**src/source/mem_and_mul_pkg.sv**
```systemverilog
package mem_and_mul_pkg;

  localparam int lane_w   = 16;
  localparam int lanes    = 4;
  localparam int u_lane_w = 4;

  typedef logic [lane_w-1:0]         lane_t;
  typedef logic [lanes*lane_w-1:0]   word_t;
  typedef logic [lanes*u_lane_w-1:0] u_word_t;

  typedef enum logic [2:0] {
    in_c,
    in_u,
    add_c,
    enc_u,
    enc_u_min_c,
    dec_c,
    out_c,
    out_u
  } cmd_t;

  // Each 4-bit lane moves to the top of its 16-bit lane
  function automatic word_t encode_word(u_word_t u);
    word_t w;
    for (int i = 0; i < lanes; i++) begin
      w[i*lane_w +: lane_w] = lane_t'({u[i*u_lane_w +: u_lane_w], {(lane_w-u_lane_w){1'b0}}});
    end
    return w;
  endfunction

  // Rounds the top 5 bits of each lane down to 4
  function automatic u_word_t decode_word(word_t w);
    u_word_t           u;
    lane_t             l;
    logic [u_lane_w:0] top;
    for (int i = 0; i < lanes; i++) begin
      l   = w[i*lane_w +: lane_w];
      top = l[lane_w-1 -: u_lane_w+1] + 1'b1;
      u[i*u_lane_w +: u_lane_w] = top[u_lane_w:1];
    end
    return u;
  endfunction

endpackage

```
**src/source/cmd_buffer.sv**
```systemverilog
`timescale 1ns/100ps

module cmd_buffer (
  input  logic                  clk,
  input  logic                  reset,
  input  mem_and_mul_pkg::cmd_t cmd,
  input  logic                  cmd_is_ready,
  input  logic                  cmd_take,
  output logic                  cmd_can_receive,
  output mem_and_mul_pkg::cmd_t held_cmd,
  output logic                  held_valid
);

  logic accept;

  // Single slot, open only when empty
  assign cmd_can_receive = ~held_valid;
  assign accept          = cmd_is_ready & cmd_can_receive;

  always_ff @(posedge clk) begin
    if (reset) begin
      held_valid <= 1'b0;
    end else if (accept) begin
      held_valid <= 1'b1;
    end else if (cmd_take) begin
      held_valid <= 1'b0;
    end
  end

  always_ff @(posedge clk) begin
    if (accept) begin
      held_cmd <= cmd;
    end
  end

  // Engine never starts a command that is not held
  assert property (@(posedge clk) disable iff (reset) cmd_take |-> held_valid);

endmodule

```
**src/source/mem_and_mul.sv**
```systemverilog
`timescale 1ns/100ps

module mem_and_mul #(
  parameter int ROWS = 16
) (
  input  logic                   clk,
  input  logic                   reset,
  input  mem_and_mul_pkg::cmd_t  cmd,
  input  logic                   cmd_is_ready,
  output logic                   cmd_can_receive,
  input  mem_and_mul_pkg::word_t in_data,
  input  logic                   in_is_ready,
  output logic                   in_can_receive,
  output logic                   in_is_last,
  output mem_and_mul_pkg::word_t out_data,
  output logic                   out_is_ready,
  output logic                   out_is_last,
  input  logic                   out_can_receive
);

  localparam int idx_w = $clog2(ROWS);

  mem_and_mul_pkg::cmd_t    held_cmd;
  logic                     held_valid;
  logic                     cmd_take;

  logic                     rd_en;
  logic [idx_w-1:0]         rd_index;
  logic                     rd_sel_u;
  mem_and_mul_pkg::word_t   rd_word;
  mem_and_mul_pkg::u_word_t rd_u;
  logic                     wr_en;
  logic [idx_w-1:0]         wr_index;
  logic                     wr_sel_u;
  mem_and_mul_pkg::word_t   wr_word;
  mem_and_mul_pkg::u_word_t wr_u;

  logic                     push;
  logic                     push_last;
  mem_and_mul_pkg::word_t   push_word;

  cmd_buffer u_cmd_buffer (
    .clk             (clk),
    .reset           (reset),
    .cmd             (cmd),
    .cmd_is_ready    (cmd_is_ready),
    .cmd_take        (cmd_take),
    .cmd_can_receive (cmd_can_receive),
    .held_cmd        (held_cmd),
    .held_valid      (held_valid)
  );

  row_engine #(.ROWS(ROWS)) u_row_engine (
    .clk             (clk),
    .reset           (reset),
    .held_cmd        (held_cmd),
    .held_valid      (held_valid),
    .cmd_take        (cmd_take),
    .in_data         (in_data),
    .in_is_ready     (in_is_ready),
    .in_can_receive  (in_can_receive),
    .in_is_last      (in_is_last),
    .out_can_receive (out_can_receive),
    .rd_en           (rd_en),
    .rd_index        (rd_index),
    .rd_sel_u        (rd_sel_u),
    .rd_word         (rd_word),
    .rd_u            (rd_u),
    .wr_en           (wr_en),
    .wr_index        (wr_index),
    .wr_sel_u        (wr_sel_u),
    .wr_word         (wr_word),
    .wr_u            (wr_u),
    .push            (push),
    .push_last       (push_last),
    .push_word       (push_word)
  );

  row_store #(.ROWS(ROWS)) u_row_store (
    .clk      (clk),
    .reset    (reset),
    .rd_en    (rd_en),
    .rd_index (rd_index),
    .rd_sel_u (rd_sel_u),
    .wr_en    (wr_en),
    .wr_index (wr_index),
    .wr_sel_u (wr_sel_u),
    .wr_word  (wr_word),
    .wr_u     (wr_u),
    .rd_word  (rd_word),
    .rd_u     (rd_u)
  );

  out_skid_buffer u_out_skid_buffer (
    .clk             (clk),
    .reset           (reset),
    .push            (push),
    .push_last       (push_last),
    .push_word       (push_word),
    .out_can_receive (out_can_receive),
    .out_data        (out_data),
    .out_is_ready    (out_is_ready),
    .out_is_last     (out_is_last)
  );

endmodule

```
**src/source/out_skid_buffer.sv**
```systemverilog
`timescale 1ns/100ps

module out_skid_buffer (
  input  logic                   clk,
  input  logic                   reset,
  input  logic                   push,
  input  logic                   push_last,
  input  mem_and_mul_pkg::word_t push_word,
  input  logic                   out_can_receive,
  output mem_and_mul_pkg::word_t out_data,
  output logic                   out_is_ready,
  output logic                   out_is_last
);

  logic [1:0]             buf_v;
  logic [1:0]             buf_last;
  mem_and_mul_pkg::word_t buf_data [2];

  logic [2:0]             m_v;
  logic [2:0]             m_last;
  mem_and_mul_pkg::word_t m_data [3];

  //////////////////////////////////////////////////
  // Merge held entries with the incoming word
  //////////////////////////////////////////////////

  always_comb begin
    m_v[0]    = buf_v[0] | push;
    m_v[1]    = buf_v[1] | (buf_v[0] & push);
    m_v[2]    = buf_v[0] & buf_v[1] & push;
    m_last[0] = buf_v[0] ? buf_last[0] : push_last;
    m_last[1] = buf_v[1] ? buf_last[1] : push_last;
    m_last[2] = push_last;
    m_data[0] = buf_v[0] ? buf_data[0] : push_word;
    m_data[1] = buf_v[1] ? buf_data[1] : push_word;
    m_data[2] = push_word;
  end

  // Head of the merged list goes out
  assign out_is_ready = out_can_receive & m_v[0];
  assign out_is_last  = out_is_ready & m_last[0];
  assign out_data     = m_data[0];

  // Shift by one when the head leaves
  always_ff @(posedge clk) begin
    if (reset) begin
      buf_v <= 2'b00;
    end else begin
      buf_v <= out_can_receive ? m_v[2:1] : m_v[1:0];
    end
  end

  always_ff @(posedge clk) begin
    if (out_can_receive) begin
      buf_last    <= m_last[2:1];
      buf_data[0] <= m_data[1];
      buf_data[1] <= m_data[2];
    end else begin
      buf_last    <= m_last[1:0];
      buf_data[0] <= m_data[0];
      buf_data[1] <= m_data[1];
    end
  end

  assert property (@(posedge clk) disable iff (reset) (buf_v[1] & ~out_can_receive) |-> ~push);

endmodule

```
**src/source/row_engine.sv**
```systemverilog
`timescale 1ns/100ps

module row_engine #(
  parameter  int ROWS  = 16,
  localparam int idx_w = $clog2(ROWS)
) (
  input  logic                     clk,
  input  logic                     reset,
  input  mem_and_mul_pkg::cmd_t    held_cmd,
  input  logic                     held_valid,
  output logic                     cmd_take,
  input  mem_and_mul_pkg::word_t   in_data,
  input  logic                     in_is_ready,
  output logic                     in_can_receive,
  output logic                     in_is_last,
  input  logic                     out_can_receive,
  output logic                     rd_en,
  output logic [idx_w-1:0]         rd_index,
  output logic                     rd_sel_u,
  input  mem_and_mul_pkg::word_t   rd_word,
  input  mem_and_mul_pkg::u_word_t rd_u,
  output logic                     wr_en,
  output logic [idx_w-1:0]         wr_index,
  output logic                     wr_sel_u,
  output mem_and_mul_pkg::word_t   wr_word,
  output mem_and_mul_pkg::u_word_t wr_u,
  output logic                     push,
  output logic                     push_last,
  output mem_and_mul_pkg::word_t   push_word
);

  localparam int lw = mem_and_mul_pkg::lane_w;

  typedef enum logic [1:0] {
    idle,
    run,
    drain
  } state_t;

  state_t                 state;
  mem_and_mul_pkg::cmd_t  cur_cmd;
  logic [idx_w-1:0]       row_idx;
  logic                   row_at_last;
  logic                   is_load;
  logic                   is_add;
  logic                   is_op;
  logic                   is_out;
  logic                   in_xfer;
  logic                   step;

  // Delay line, lines up with store data
  logic                   v1;
  logic                   v2;
  logic                   last1;
  logic                   last2;
  logic [idx_w-1:0]       idx1;
  logic [idx_w-1:0]       wr_idx;
  mem_and_mul_pkg::word_t data1;
  mem_and_mul_pkg::word_t data2;

  mem_and_mul_pkg::word_t enc_word;
  mem_and_mul_pkg::word_t lane_sum;
  mem_and_mul_pkg::word_t lane_diff;

  assign is_load = (cur_cmd == mem_and_mul_pkg::in_c) | (cur_cmd == mem_and_mul_pkg::in_u);
  assign is_add  = (cur_cmd == mem_and_mul_pkg::add_c);
  assign is_op   = (cur_cmd == mem_and_mul_pkg::enc_u) | (cur_cmd == mem_and_mul_pkg::enc_u_min_c)
                 | (cur_cmd == mem_and_mul_pkg::dec_c);
  assign is_out  = (cur_cmd == mem_and_mul_pkg::out_c) | (cur_cmd == mem_and_mul_pkg::out_u);

  assign cmd_take       = (state == idle) & held_valid;
  assign in_can_receive = (state == run) & (is_load | is_add);
  assign in_xfer        = in_can_receive & in_is_ready;
  assign row_at_last    = (row_idx == idx_w'(ROWS - 1));
  assign in_is_last     = in_can_receive & row_at_last;

  // add_c reads on input arrival, out reads only when the sink is open
  always_comb begin
    rd_en = 1'b0;
    if (state == run) begin
      if (is_add) begin
        rd_en = in_is_ready;
      end else if (is_out) begin
        rd_en = out_can_receive;
      end else begin
        rd_en = is_op;
      end
    end
  end

  assign rd_index = row_idx;
  assign rd_sel_u = (cur_cmd == mem_and_mul_pkg::enc_u) | (cur_cmd == mem_and_mul_pkg::out_u);
  assign step     = rd_en | in_xfer;

  //////////////////////////////////////////////////
  // FSM
  //////////////////////////////////////////////////

  always_ff @(posedge clk) begin
    if (reset) begin
      state   <= idle;
      row_idx <= '0;
      cur_cmd <= mem_and_mul_pkg::in_c;
    end else begin
      case (state)
        idle: begin
          if (cmd_take) begin
            state   <= run;
            row_idx <= '0;
            cur_cmd <= held_cmd;
          end
        end
        run: begin
          if (step) begin
            row_idx <= row_at_last ? '0 : row_idx + 1'b1;
            if (row_at_last) begin
              state <= is_load ? idle : drain;
            end
          end
        end
        drain: begin
          // Last write or push leaves the pipe
          if (v2 & last2) begin
            state <= idle;
          end
        end
        default: state <= idle;
      endcase
    end
  end

  always_ff @(posedge clk) begin
    if (reset) begin
      v1 <= 1'b0;
      v2 <= 1'b0;
    end else begin
      v1 <= rd_en;
      v2 <= v1;
    end
  end

  always_ff @(posedge clk) begin
    last1  <= row_at_last;
    last2  <= last1;
    idx1   <= row_idx;
    wr_idx <= idx1;
    data1  <= in_data;
    data2  <= data1;
  end

  //////////////////////////////////////////////////
  // Lane arithmetic, mod 2^16
  //////////////////////////////////////////////////

  assign enc_word = mem_and_mul_pkg::encode_word(rd_u);

  always_comb begin
    for (int i = 0; i < mem_and_mul_pkg::lanes; i++) begin
      lane_sum[i*lw +: lw]  = rd_word[i*lw +: lw] + data2[i*lw +: lw];
      lane_diff[i*lw +: lw] = enc_word[i*lw +: lw] - rd_word[i*lw +: lw];
    end
  end

  always_comb begin
    case (cur_cmd)
      mem_and_mul_pkg::add_c:       wr_word = lane_sum;
      mem_and_mul_pkg::enc_u:       wr_word = enc_word;
      mem_and_mul_pkg::enc_u_min_c: wr_word = lane_diff;
      default:                      wr_word = in_data;
    endcase
  end

  // Loads write at the transfer edge, the rest two cycles after the read
  assign wr_en    = (in_xfer & is_load) | (v2 & (is_add | is_op));
  assign wr_index = is_load ? row_idx : wr_idx;
  assign wr_sel_u = (cur_cmd == mem_and_mul_pkg::in_u) | (cur_cmd == mem_and_mul_pkg::dec_c);
  assign wr_u     = (cur_cmd == mem_and_mul_pkg::dec_c) ? mem_and_mul_pkg::decode_word(rd_word)
                                                        : mem_and_mul_pkg::u_word_t'(in_data);

  assign push      = v2 & is_out;
  assign push_last = push & last2;
  assign push_word = (cur_cmd == mem_and_mul_pkg::out_u) ? mem_and_mul_pkg::word_t'(rd_u)
                                                         : rd_word;

  // Drain lasts two cycles even with the sink stalled
  assert property (@(posedge clk) disable iff (reset)
    $rose(state == drain) |=> (state == drain) ##1 (state == idle));

endmodule

```
**src/source/row_store.sv**
```systemverilog
`timescale 1ns/100ps

module row_store #(
  parameter  int ROWS  = 16,
  localparam int idx_w = $clog2(ROWS)
) (
  input  logic                     clk,
  input  logic                     reset,
  input  logic                     rd_en,
  input  logic [idx_w-1:0]         rd_index,
  input  logic                     rd_sel_u,
  input  logic                     wr_en,
  input  logic [idx_w-1:0]         wr_index,
  input  logic                     wr_sel_u,
  input  mem_and_mul_pkg::word_t   wr_word,
  input  mem_and_mul_pkg::u_word_t wr_u,
  output mem_and_mul_pkg::word_t   rd_word,
  output mem_and_mul_pkg::u_word_t rd_u
);

  mem_and_mul_pkg::word_t   c_mem [ROWS];
  mem_and_mul_pkg::u_word_t u_mem [ROWS];

  mem_and_mul_pkg::word_t   c_q1;
  mem_and_mul_pkg::u_word_t u_q1;
  logic                     c_v1;
  logic                     u_v1;

  always_ff @(posedge clk) begin
    if (wr_en) begin
      if (wr_sel_u) begin
        u_mem[wr_index] <= wr_u;
      end else begin
        c_mem[wr_index] <= wr_word;
      end
    end
  end

  //////////////////////////////////////////////////
  // Read path, two register stages
  //////////////////////////////////////////////////

  // u row comes with every read, C row unless rd_sel_u
  always_ff @(posedge clk) begin
    if (reset) begin
      c_v1 <= 1'b0;
      u_v1 <= 1'b0;
    end else begin
      c_v1 <= rd_en & ~rd_sel_u;
      u_v1 <= rd_en;
    end
  end

  always_ff @(posedge clk) begin
    if (rd_en & ~rd_sel_u) begin
      c_q1 <= c_mem[rd_index];
    end
    if (rd_en) begin
      u_q1 <= u_mem[rd_index];
    end
  end

  always_ff @(posedge clk) begin
    if (c_v1) begin
      rd_word <= c_q1;
    end
    if (u_v1) begin
      rd_u <= u_q1;
    end
  end

  assert property (@(posedge clk) disable iff (reset) wr_en |-> (int'(wr_index) < ROWS));

endmodule

```
**config.mk**
```make
export PLATFORM = sky130hd
export DESIGN_NAME = mem_and_mul
export DESIGN_NICKNAME = d
export VERILOG_FILES = /design/src/source/mem_and_mul_pkg.sv /design/src/source/cmd_buffer.sv /design/src/source/mem_and_mul.sv /design/src/source/out_skid_buffer.sv /design/src/source/row_engine.sv /design/src/source/row_store.sv
export SDC_FILE = /design/constraint.sdc
export NUM_CORES = 2
export LEC_CHECK = 0
export CORE_UTILIZATION = 45
export CTS_BUF_LIST = sky130_fd_sc_hd__clkbuf_4
export CTS_CLUSTER_DIAMETER = 120
export DETAILED_ROUTE_END_ITERATION = 6
export DONT_BUFFER_PORTS = 1
export PLACE_DENSITY_LB_ADDON = 0.3
export SLEW_MARGIN = 15
export SYNTH_ARGS = -nofsm -noshare
export SYNTH_HDL_FRONTEND = slang
export SYNTH_SLANG_ARGS = --single-unit
```
**constraint.sdc**
```tcl
create_clock -name clk -period 6.2 [get_ports clk]
set_input_delay 1.24 -clock clk [delete_from_list [all_inputs] [get_ports clk]]
set_output_delay 1.24 -clock clk [all_outputs]
set_load 0.02 [all_outputs]
```
==> reports/results.ini <==
[global_routing]
gr-usage-all-layers = 0.244
antenna_found_initial = 36
grt_max_degree = 114
grt_overflow = 0
grt_pass1_vias = 38300
grt_pass1_wl_um = 265000

[sta]
worstMarginPinSlew_ps = 1230
finClkSkew_ps = 140
fin_ws_ps = 961
slew_headroom = 0.177
report.final.hold_viol_count = 0
rsz0062_at_grt = no
post-route-min-period_ps = 5240
finalCritPeriodShare = 0.845
worst_hold_slack_ps = 180
drv_slew = 0
setup-tns-final_ps = 0
finalSetupViolations = 0
fmax_mhz = 191

[drt]
vias_per_cell = 5.81
wl_um = 187000
ant_nets = 0
wl_per_cell_um = 27.8
firstDrtPassIters = 6
num_vias = 39100
drc = 0
drt_iter0_drc = 4751

[clock_network]
cts_setup_buffers = 0
clk_pin_slew_worst_paths_ps = 70
htreeDepth = 5
cts_tree = built
clk_path_buf_depth = 4
worstSkewPairLatency_ps = 1350
cts_root_buf = clkbuf_4
cts-resized-gates = 0
cts_buffers = 429
cts.sinks = 1726
ctsHoldBuffers = 70

[floorplanning]
dieArea_mm2 = 0.153
die_w_um = 391
ioPinCount = 141
die_h_um = 391
core_area_mm2 = 0.150
start_util = 0.455
rows = 142

[critical_path]
reg2reg_from = u_row_engine.cur_cmd[1]
critPathMaxFanout = 64
max_stage_delay_ps = 840
slowest_stage = o21ai_0
cp.arrival_ps = 4000
crit_type = reg -> out
cp-end-kind = output port
cp_cell_sequence = and2_1 -> nand2_2 -> buf_12 -> nand2_1 -> o21ai_0
worstPathRequired_ps = 4960
start_kind = flip-flop
critPathTopFamily = simple AND/OR/NAND/NOR gates
crit_buf_inv = 1
startpoint = u_row_engine.cur_cmd[1]
reg2reg_slack_ps = 2280

[pwr]
p_leak_nw = 25.2
p_switching_mw = 5.33
p_int_mw = 18.0
ir_drop_v = 0.000167
combinationalPowerShare = 0.055
power_mw = 23.3
clockPowerShare = 0.391
swShare = 0.228
p_per_area_mw_per_mm2 = 302
pwr-share-seq = 0.554

[synth]
ys_warn_count = 0
synth-edff-count = 1443
synth_top_cell_area_share = 0.635
syn_area_mm2 = 0.0682
synth_flop_cell = edfxtp_1
async_flop_share = 0
synth.most_common_cell = edfxtp_1
synth_area_leaders = edfxtp_1, mux4_2, dfxtp_1
ys_ff_latch = 1726
ys_types = 74
synthesis.nets = 4083
seq_area_frac_synth = 0.718
synth_cells = 3926
yosysTopAreaCell = edfxtp_1
syn_avg_cell_area_um2 = 17.4
ys_top_cells_by_count = edfxtp_1, mux4_2, nand2_1

[placement]
dp_slack_ps = 2280
portBuffers = 0
dpl.hpwl_um = 107000
place_congestion = 0.865

[layout]
fill_cells = 12200
syn2layout_area_growth_pct = 13.1
nNetsFinal = 4503
drive_gt1_frac = 0.266

[status]
status = finished clean

[min_path]
hp-class = in -> reg
hold_start = out_can_receive

[flow_run]
cap_viol_max_count = 0

-- registers in the layout, summed over array words and instances (netlist names), 3 cells and up --
| name | count |
|---|---|
| u_row_engine.data2 | 64 |
| u_out_skid_buffer.buf_data | 128 |
| u_row_store.c_mem | 1024 |
| u_row_engine.data1 | 64 |
| u_row_store.u_q1 | 16 |
| u_row_store.c_q1 | 64 |
| u_row_store.rd_word | 64 |
| u_row_engine.idx1 | 4 |
| u_row_engine.wr_idx | 4 |
| u_row_engine.cur_cmd | 3 |
| u_cmd_buffer.held_cmd | 3 |
| u_row_store.u_mem | 256 |
| u_row_store.rd_u | 16 |
| u_row_engine.rd_index | 4 |
-- routing by layer --
metal	wire, µm	global-route usage	up-vias
met3	22100	0.0883	326
met2	86300	0.374	2083
met5	146	0	-
met1	74000	0.325	19900
met4	4540	0.0784	24
li1	-	-	16700
-- tightest hold or removal path, delay by kind of cell --
kind | cells | cell delay, ps
AOI/OAI and AO/OA | 1 | 50
and+or+nand+nor | 2 | 150
-- logic make-up after synthesis --
group | share of synthesized area
adder cells (fa/ha/maj) | 0.0160
AO/OA/AOI/OAI | 0.0523
flip-flops | 0.718
XOR/XNOR | 0.0140
buffers and inverters | 0.0152
multiplexers | 0.139
AND/OR/NAND/NOR | 0.0452
-- placed cells by master (no fill, tap or decap), types with 112 or more instances in the layout --
cell         n
dfxtp_1    274
edfxtp_1  1443
clkbuf_4   625
nor2_1     234
mux4_2     400
buf_4      112
a21oi_1    205
clkinv_1   122
nand2_1    287
o21ai_0    175
-- area by class of cell --
class / count / area [µm²] / share of cell area
Timing Repair Buffer: 188 / 1670 / 0.0216
Clock buffer: 624 / 4680 / 0.0607
Multi-Input combinational cell: 1951 / 18400 / 0.239
Antenna cell: 30 / 75.1 / 0.000972
Clock inverter: 140 / 591 / 0.00765
Inverter: 50 / 188 / 0.00243
Sequential cell: 1726 / 49000 / 0.635
Tap cell: 2016 / 2520 / 0.0327
-- stage by stage --
| stage | instances | area [µm²] | utilization |
|---|---|---|---|
| 2_1_floorplan | 3926 | 68200 | - |
| 3_3_place_gp | 5860 | 71100 | 0.473 |
| 3_5_place_dp | 5860 | 71100 | 0.473 |
| 4_1_cts | 6694 | 77100 | 0.513 |
| 5_1_grt | 6712 | 77200 | 0.514 |
| 6_report | 6725 | 77200 | 0.514 |
-- power by group through the flow --
stage,registers (mW),logic (mW),clock network (mW)
3_3_place_gp,13.2,1.16,0
2_1_floorplan,13.1,0.832,0
5_1_grt,12.9,1.37,9.93
3_5_place_dp,13.2,1.19,0
6_report,12.9,1.28,9.12
4_1_cts,12.9,1.27,9.35
-- final timing paths --
kind / cells past startpoint / to
hold / removal: 3 / u_out_skid_buffer.buf_v[0]
setup reg to reg: 6 / u_row_store.c_mem[7][11]
hold reg to reg: 0 / u_row_engine.data2[16]
setup / recovery: 5 / out_data[32]
No activity file was read; power rests on OpenSTA's default activity.
